**src/mmio_pkg.sv**
```systemverilog
`default_nettype none

package mmio_pkg;

	// host request fields
	localparam int MMIO_ADDR_WIDTH = 16;
	localparam int AVMM_ADDR_WIDTH = 18;
	localparam int DATA_WIDTH = 64;
	localparam int TID_WIDTH = 9;

	// outstanding read queue
	localparam int TID_FIFO_DEPTH = 64;
	localparam int TID_PTR_WIDTH = $clog2(TID_FIFO_DEPTH);

	// command word is {read flag, byte address, write data}
	localparam int CMD_WIDTH = 1 + AVMM_ADDR_WIDTH + DATA_WIDTH;
	localparam int CMD_READ_BIT = CMD_WIDTH - 1;
	localparam int CMD_ADDR_LSB = DATA_WIDTH;

	// register map, one 64-bit entry per 8 bytes
	localparam int REG_COUNT = 16;
	localparam int REG_IDX_WIDTH = $clog2(REG_COUNT);
	localparam int REG_IDX_LSB = 3;
	localparam int DEVICE_ID_IDX = 0;

	typedef logic [MMIO_ADDR_WIDTH-1:0] mmio_addr_t;
	typedef logic [AVMM_ADDR_WIDTH-1:0] avmm_addr_t;
	typedef logic [DATA_WIDTH-1:0] mmio_data_t;
	typedef logic [TID_WIDTH-1:0] tid_t;
	typedef logic [CMD_WIDTH-1:0] cmd_t;
	typedef logic [REG_IDX_WIDTH-1:0] reg_idx_t;
	// extra msb tells full from empty
	typedef logic [TID_PTR_WIDTH:0] tid_ptr_t;

	// entry 0 contents, "MMIO" plus a revision
	localparam mmio_data_t DEVICE_ID = 64'h4d4d_494f_0001_0000;
	localparam mmio_data_t UNMAPPED_DATA = '1;

endpackage

`default_nettype wire

```
**src/avmm_reg_block.sv**
```systemverilog
`timescale 1ns/1ps
`default_nettype none

module avmm_reg_block
	import mmio_pkg::*;
(
	input wire clk,
	input wire rst,

	input wire cmd_valid,
	input wire cmd_t cmd_data,
	output logic cmd_ready,

	output logic rsp_valid,
	output mmio_data_t rsp_data,
	input wire rsp_ready
);

	logic is_read;
	avmm_addr_t cmd_addr;
	mmio_data_t cmd_wdata;
	reg_idx_t cmd_idx;
	logic mapped;
	logic cmd_fire;
	logic scratch_wr;

	// entry 0 is the device ID, not stored
	mmio_data_t scratch [1:REG_COUNT-1];

	logic s1_valid;
	reg_idx_t s1_idx;
	logic s1_mapped;
	mmio_data_t s1_rdata;
	logic s2_valid;
	mmio_data_t s2_data;
	logic s1_advance;
	logic s2_advance;

	// command fields
	assign is_read = cmd_data[CMD_READ_BIT];
	assign cmd_addr = cmd_data[CMD_ADDR_LSB +: AVMM_ADDR_WIDTH];
	assign cmd_wdata = cmd_data[DATA_WIDTH-1:0];
	assign cmd_idx = cmd_addr[REG_IDX_LSB +: REG_IDX_WIDTH];

	// any bit above the index field means outside the map
	assign mapped = (cmd_addr[AVMM_ADDR_WIDTH-1:REG_IDX_LSB+REG_IDX_WIDTH] == '0);

	// pipeline moves when the next stage is free or draining
	assign s2_advance = !s2_valid || rsp_ready;
	assign s1_advance = !s1_valid || s2_advance;
	assign cmd_ready = s1_advance;
	assign cmd_fire = cmd_valid && cmd_ready;

	assign scratch_wr = cmd_fire && !is_read && mapped &&
		(cmd_idx != reg_idx_t'(DEVICE_ID_IDX));

	always_ff @(posedge clk) begin
		if (rst) begin
			for (int i = 1; i < REG_COUNT; i++) begin
				scratch[i] <= '0;
			end
		end else if (scratch_wr) begin
			scratch[cmd_idx] <= cmd_wdata;
		end
	end

	// read data select for stage 1
	always_comb begin
		if (!s1_mapped) begin
			s1_rdata = UNMAPPED_DATA;
		end else if (s1_idx == reg_idx_t'(DEVICE_ID_IDX)) begin
			s1_rdata = DEVICE_ID;
		end else begin
			s1_rdata = scratch[s1_idx];
		end
	end

	always_ff @(posedge clk) begin
		if (rst) begin
			s1_valid <= 1'b0;
			s2_valid <= 1'b0;
		end else begin
			if (s1_advance) begin
				s1_valid <= cmd_fire && is_read;
			end
			if (s2_advance) begin
				s2_valid <= s1_valid;
			end
		end
	end

	always_ff @(posedge clk) begin
		if (s1_advance) begin
			s1_idx <= cmd_idx;
			s1_mapped <= mapped;
		end
		if (s2_advance && s1_valid) begin
			s2_data <= s1_rdata;
		end
	end

	assign rsp_valid = s2_valid;
	assign rsp_data = s2_data;

endmodule

`default_nettype wire

```
**src/mmio_bridge_top.sv**
```systemverilog
`timescale 1ns/1ps
`default_nettype none

module mmio_bridge_top
	import mmio_pkg::*;
(
	input wire clk,
	input wire rst,

	input wire wr_req_valid,
	input wire rd_req_valid,
	input wire mmio_addr_t req_addr,
	input wire tid_t req_tid,
	input wire mmio_data_t req_data,

	output logic cpl_valid,
	output tid_t cpl_tid,
	output mmio_data_t cpl_data,
	output logic cmd_overflow
);

	// command stream
	logic cmd_valid;
	cmd_t cmd_data;
	logic cmd_ready;

	// response stream
	logic rsp_valid;
	mmio_data_t rsp_data;
	logic rsp_ready;

	// tid queue
	logic tid_push;
	tid_t push_tid;
	logic tid_pop;
	tid_t head_tid;
	logic empty;

	mmio_to_avst u_mmio_to_avst (
		.clk(clk),
		.rst(rst),
		.wr_req_valid(wr_req_valid),
		.rd_req_valid(rd_req_valid),
		.req_addr(req_addr),
		.req_tid(req_tid),
		.req_data(req_data),
		.cmd_valid(cmd_valid),
		.cmd_data(cmd_data),
		.cmd_ready(cmd_ready),
		.rsp_valid(rsp_valid),
		.rsp_data(rsp_data),
		.rsp_ready(rsp_ready),
		.cpl_valid(cpl_valid),
		.cpl_tid(cpl_tid),
		.cpl_data(cpl_data),
		.cmd_overflow(cmd_overflow),
		.tid_push(tid_push),
		.push_tid(push_tid),
		.tid_pop(tid_pop),
		.head_tid(head_tid),
		.empty(empty)
	);

	tid_fifo u_tid_fifo (
		.clk(clk),
		.rst(rst),
		.tid_push(tid_push),
		.push_tid(push_tid),
		.tid_pop(tid_pop),
		.head_tid(head_tid),
		.empty(empty)
	);

	avmm_reg_block u_avmm_reg_block (
		.clk(clk),
		.rst(rst),
		.cmd_valid(cmd_valid),
		.cmd_data(cmd_data),
		.cmd_ready(cmd_ready),
		.rsp_valid(rsp_valid),
		.rsp_data(rsp_data),
		.rsp_ready(rsp_ready)
	);

endmodule

`default_nettype wire

```
**src/mmio_to_avst.sv**
```systemverilog
`timescale 1ns/1ps
`default_nettype none

module mmio_to_avst
	import mmio_pkg::*;
(
	input wire clk,
	input wire rst,

	// host requests, cannot be stalled
	input wire wr_req_valid,
	input wire rd_req_valid,
	input wire mmio_addr_t req_addr,
	input wire tid_t req_tid,
	input wire mmio_data_t req_data,

	// command stream
	output logic cmd_valid,
	output cmd_t cmd_data,
	input wire cmd_ready,

	// response stream
	input wire rsp_valid,
	input wire mmio_data_t rsp_data,
	output logic rsp_ready,

	// host completions
	output logic cpl_valid,
	output tid_t cpl_tid,
	output mmio_data_t cpl_data,
	output logic cmd_overflow,

	// tid queue
	output logic tid_push,
	output tid_t push_tid,
	output logic tid_pop,
	input wire tid_t head_tid,
	input wire empty
);

	logic req_wr_q;
	logic req_rd_q;
	mmio_addr_t req_addr_q;
	tid_t req_tid_q;
	mmio_data_t req_data_q;

	logic req_pending;
	logic slot_free;
	logic slot_load;
	logic req_drop;
	logic rsp_fire;

	assign req_pending = req_wr_q || req_rd_q;

	// slot takes a new command when empty or draining this cycle
	assign slot_free = !cmd_valid || cmd_ready;
	assign slot_load = req_pending && slot_free;
	assign req_drop = req_pending && !slot_free;

	// only reads that reach the slot queue a tid
	assign tid_push = req_rd_q && slot_load;
	assign push_tid = req_tid_q;

	// never take a response without a tid to pair it with
	assign rsp_ready = !empty;
	assign rsp_fire = rsp_valid && rsp_ready;
	assign tid_pop = rsp_fire;

	// host request capture
	always_ff @(posedge clk) begin
		if (rst) begin
			req_wr_q <= 1'b0;
			req_rd_q <= 1'b0;
		end else begin
			req_wr_q <= wr_req_valid;
			req_rd_q <= rd_req_valid;
		end
	end

	always_ff @(posedge clk) begin
		req_addr_q <= req_addr;
		req_tid_q <= req_tid;
		req_data_q <= req_data;
	end

	// one-entry command slot
	always_ff @(posedge clk) begin
		if (rst) begin
			cmd_valid <= 1'b0;
		end else if (slot_load) begin
			cmd_valid <= 1'b1;
		end else if (cmd_ready) begin
			cmd_valid <= 1'b0;
		end
	end

	// dword address becomes a byte address
	always_ff @(posedge clk) begin
		if (slot_load) begin
			cmd_data <= {req_rd_q, avmm_addr_t'({req_addr_q, 2'b00}), req_data_q};
		end
	end

	// sticky until reset
	always_ff @(posedge clk) begin
		if (rst) begin
			cmd_overflow <= 1'b0;
		end else if (req_drop) begin
			cmd_overflow <= 1'b1;
		end
	end

	// completion, one cycle after the response handshake
	always_ff @(posedge clk) begin
		if (rst) begin
			cpl_valid <= 1'b0;
		end else begin
			cpl_valid <= rsp_fire;
		end
	end

	always_ff @(posedge clk) begin
		if (rsp_fire) begin
			cpl_tid <= head_tid;
			cpl_data <= rsp_data;
		end
	end

endmodule

`default_nettype wire

```
**src/tid_fifo.sv**
```systemverilog
`timescale 1ns/1ps
`default_nettype none

module tid_fifo
	import mmio_pkg::*;
(
	input wire clk,
	input wire rst,
	input wire tid_push,
	input wire tid_t push_tid,
	input wire tid_pop,
	output tid_t head_tid,
	output logic empty
);

	tid_t mem [TID_FIFO_DEPTH];
	tid_ptr_t wr_ptr;
	tid_ptr_t rd_ptr;
	logic full;
	logic do_push;
	logic do_pop;

	// same slot index, wrap bits differ when full
	assign empty = (wr_ptr == rd_ptr);
	assign full = (wr_ptr[TID_PTR_WIDTH] != rd_ptr[TID_PTR_WIDTH]) &&
		(wr_ptr[TID_PTR_WIDTH-1:0] == rd_ptr[TID_PTR_WIDTH-1:0]);

	// overflow and underflow are ignored
	assign do_push = tid_push && !full;
	assign do_pop = tid_pop && !empty;

	// show-ahead head
	assign head_tid = mem[rd_ptr[TID_PTR_WIDTH-1:0]];

	always_ff @(posedge clk) begin
		if (rst) begin
			wr_ptr <= '0;
			rd_ptr <= '0;
		end else begin
			if (do_push) begin
				wr_ptr <= wr_ptr + 1'b1;
			end
			if (do_pop) begin
				rd_ptr <= rd_ptr + 1'b1;
			end
		end
	end

	always_ff @(posedge clk) begin
		if (do_push) begin
			mem[wr_ptr[TID_PTR_WIDTH-1:0]] <= push_tid;
		end
	end

endmodule

`default_nettype wire
```
**config.mk**
```make
export PLATFORM = sky130hd
export DESIGN_NAME = mmio_bridge_top
export DESIGN_NICKNAME = d
export VERILOG_FILES = /design/src/mmio_pkg.sv /design/src/avmm_reg_block.sv /design/src/mmio_bridge_top.sv /design/src/mmio_to_avst.sv /design/src/tid_fifo.sv
export SDC_FILE = /design/constraint.sdc
export NUM_CORES = 2
export LEC_CHECK = 0
export BUFFER_PORTS_ARGS = -buffer_cell sky130_fd_sc_hd__buf_2
export CAP_MARGIN = 20
export CORE_ASPECT_RATIO = 0.8
export CORE_MARGIN = 2
export CORE_UTILIZATION = 55
export DETAILED_ROUTE_END_ITERATION = 8
export PLACE_DENSITY_LB_ADDON = 0.2
export SLEW_MARGIN = 10
export SYNTH_ARGS = -nofsm -noshare
export SYNTH_HDL_FRONTEND = slang
export SYNTH_HIERARCHICAL = 1
export SYNTH_SLANG_ARGS = --single-unit
export TNS_END_PERCENT = 30
```
**constraint.sdc**
```tcl
create_clock -name clk -period 6.3 [get_ports clk]
set_input_delay 1.26 -clock clk [delete_from_list [all_inputs] [get_ports clk]]
set_output_delay 1.26 -clock clk [all_outputs]
set_load 0.01 [all_outputs]
```
==> out/summary.txt <==
Die Height: 339 um
Min-delay worst type: flip-flop to flip-flop
Reg area: 57100 um2
FILL cells: 9955
Initial antenna violation count: 4
Num ports: 168
Slew margin rel.: 22.0%
Core ar.: 139000 um2
DRT Wirelength: 193 mm
Worst Path Required: 6.74 ns
Clock transition at path regs: 0.06 ns
Antenna viol nets, final: 0
Avg Synthesized Cell Area: 17.3 um2
CTS Buf Count: 183
Die footprint: 144000 um2
I/O Buffers: 166
RSZ-0062 raised after global routing: no
Nets: 4776
Met1 GRT Util: 41.2%
Placed instance count: 6352
Post-CTS Hold Fix Bufs: 0
Power density cells: 310 nW/um2
Area taken by multi-input logic gates: 19200 um2
Leakage power total: 0.0286 uW
Grt ovf: 0
Post-cts sizing count: 0
Layout cells sized above 1: 21.9%
Max_cap viols: 0
Most Crowded Layer GR: met1
Fin cells: 6697
Syn Inst Count: 4478
Period minus WS final: 5.03 ns
Least-Margin Pin Slew: 1.17 ns
Post-DP HPWL: 104 mm
Largest net degree at the start of global routing: 129
Worst skew pair latency: 0.82 ns
Clock skew: 0.0359 ns
Post-CTS setup buffers: 0
Root Buffer: clkbuf_16
Crit share post-route: 79.8%
DRC violations left: 0
Wire length per cell: 28.9 um
Vias in the first global route: 41814
Met3 Usage GRT: 5.68%
Global placer's final weighted congestion: 0.810
Row cnt: 122
Synth Cell Area: 77300 um2
# clock sinks: 1941
Setup CP Type: flip-flop to flip-flop
Worst path arrival time: 5.47 ns
Depth of the CTS H-tree: 4
DR vias: 41669
TNS Setup: 0 ns
Final setup violation count: 0
Overall Global Routing Usage: 27.0%
Final Max Tran Viols: 0
Met2 usage in global routing: 39.9%
Status: finished, final reports clean
Initial Util: 55.6%
YS warnings: 6
Worst hold stages: 0
Max Fclk: 199 MHz
Critical Path End Type: flip-flop
P&R area growth vs syn: 11.7%
CTS tree: built
CP startpoint kind: flip-flop
CTS Buffer Depth: 3
Drt pass-1 iters: 6
Peak VDD IR: 225 uV
Starting DRT DRC Count: 5564
Drt via density: 6.22
Crit Path Max Fanout: 13
Worst r2r path cells: 11
Die X: 423 um
Final hold vios: 0
First-pass GRT wire length: 281 mm
## layout by cell type (no fill, tap or decap), drive strengths merged, types with 38 or more instances in the layout
master     n
o211ai    48
nor2b     38
dfxtp    119
nand2b    55
clkbuf   255
mux4     380
mux2      62
nand3     68
a22oi     53
and2     387
nand2    230
conb      64
buf      253
clkinv    65
edfxtp  1822
nor2     663
## layer usage
| metal | vias to the layer above | share of wire [%] | wire [um] |
|---|---|---|---|
| met3 | 322 | 11 | 21000 |
| met5 | - | 0 | 0 |
| met2 | 2341 | 45 | 86800 |
| met1 | 21524 | 42 | 80400 |
| li1 | 17482 | - | - |
| met4 | 0 | 2.6 | 5090 |
## path summary, 6_finish.rpt
path / startpoint / end / slack [ns]
worst max-delay path: u_tid_fifo/wr_ptr[4]$_SDFFE_PP0P_ / u_tid_fifo/mem[48][2]$_DFFE_PP_ / 1.27
worst min-delay path: u_mmio_to_avst/req_addr_q[8]$_DFF_P_ / u_mmio_to_avst/cmd_data[74]$_DFFE_PP_ / 0.40
worst max register to register: u_tid_fifo/wr_ptr[4]$_SDFFE_PP0P_ / u_tid_fifo/mem[48][2]$_DFFE_PP_ / 1.27
worst min register to register: u_mmio_to_avst/req_addr_q[8]$_DFF_P_ / u_mmio_to_avst/cmd_data[74]$_DFFE_PP_ / 0.40
## metrics by stage
stage / instance area [um2] / total power (uW) / hold slack (ns) / setup WS, ns / utilization, %
after detailed placement: 80400 / 16300 / 0.389 / 1.50 / 57.9
after global placement: 80400 / 16300 / 0.386 / 1.61 / 57.9
after floorplan: 77500 / 15700 / 0.386 / 0.293 / -
final: 86300 / 26700 / 0.402 / 1.27 / 62.1
after CTS: 86200 / 26900 / 0.403 / 1.46 / 62.0
after global routing: 86300 / 27500 / 0.403 / 1.08 / 62.1
## cell type report
class                   instances  share of cell area, %
diodes                          1                0.00290
clock buffers                 255                   5.97
clock inverters                85                  0.760
inverters                      13                 0.0566
multi-input cells            2289                   22.3
flip-flops and latches       1941                   66.2
well taps                    1860                   2.70
repair buffers                253                   1.99
## sequential cells by signal, summed over array words and instances, names as in the netlist, 4 cells and up, named ones only
signal,count
u_mmio_to_avst/cpl_data,64
u_avmm_reg_block/scratch,1024
u_tid_fifo/mem,576
u_mmio_to_avst/cpl_tid,9
u_mmio_to_avst/cmd_data,80
u_tid_fifo/rd_ptr,7
u_avmm_reg_block/rsp_data,64
u_mmio_to_avst/push_tid,9
u_avmm_reg_block/s1_idx,4
u_mmio_to_avst/req_addr_q,15
u_mmio_to_avst/req_data_q,64
u_tid_fifo/wr_ptr,7
## worst max-delay path, stage by stage, from the launching register on
cell and delay [ns]:
dfxtp_1 0.60, xor2_1 0.14, nor4_2 0.71, and3_1 0.53, inv_1 0.10, nand3b_2 0.54, nand2b_1 0.33, and2_1 0.26
inv_1 0.09, a31o_1 0.29, or4_1 0.61, nor2_1 0.43
## power breakdown
| part | switching [uW] | internal [uW] |
|---|---|---|
| logic | 913 | 507 |
| clock network | 4700 | 6000 |
| registers | 236 | 14400 |
| total | 5850 | 20900 |
(Power assumes the default switching activity.)
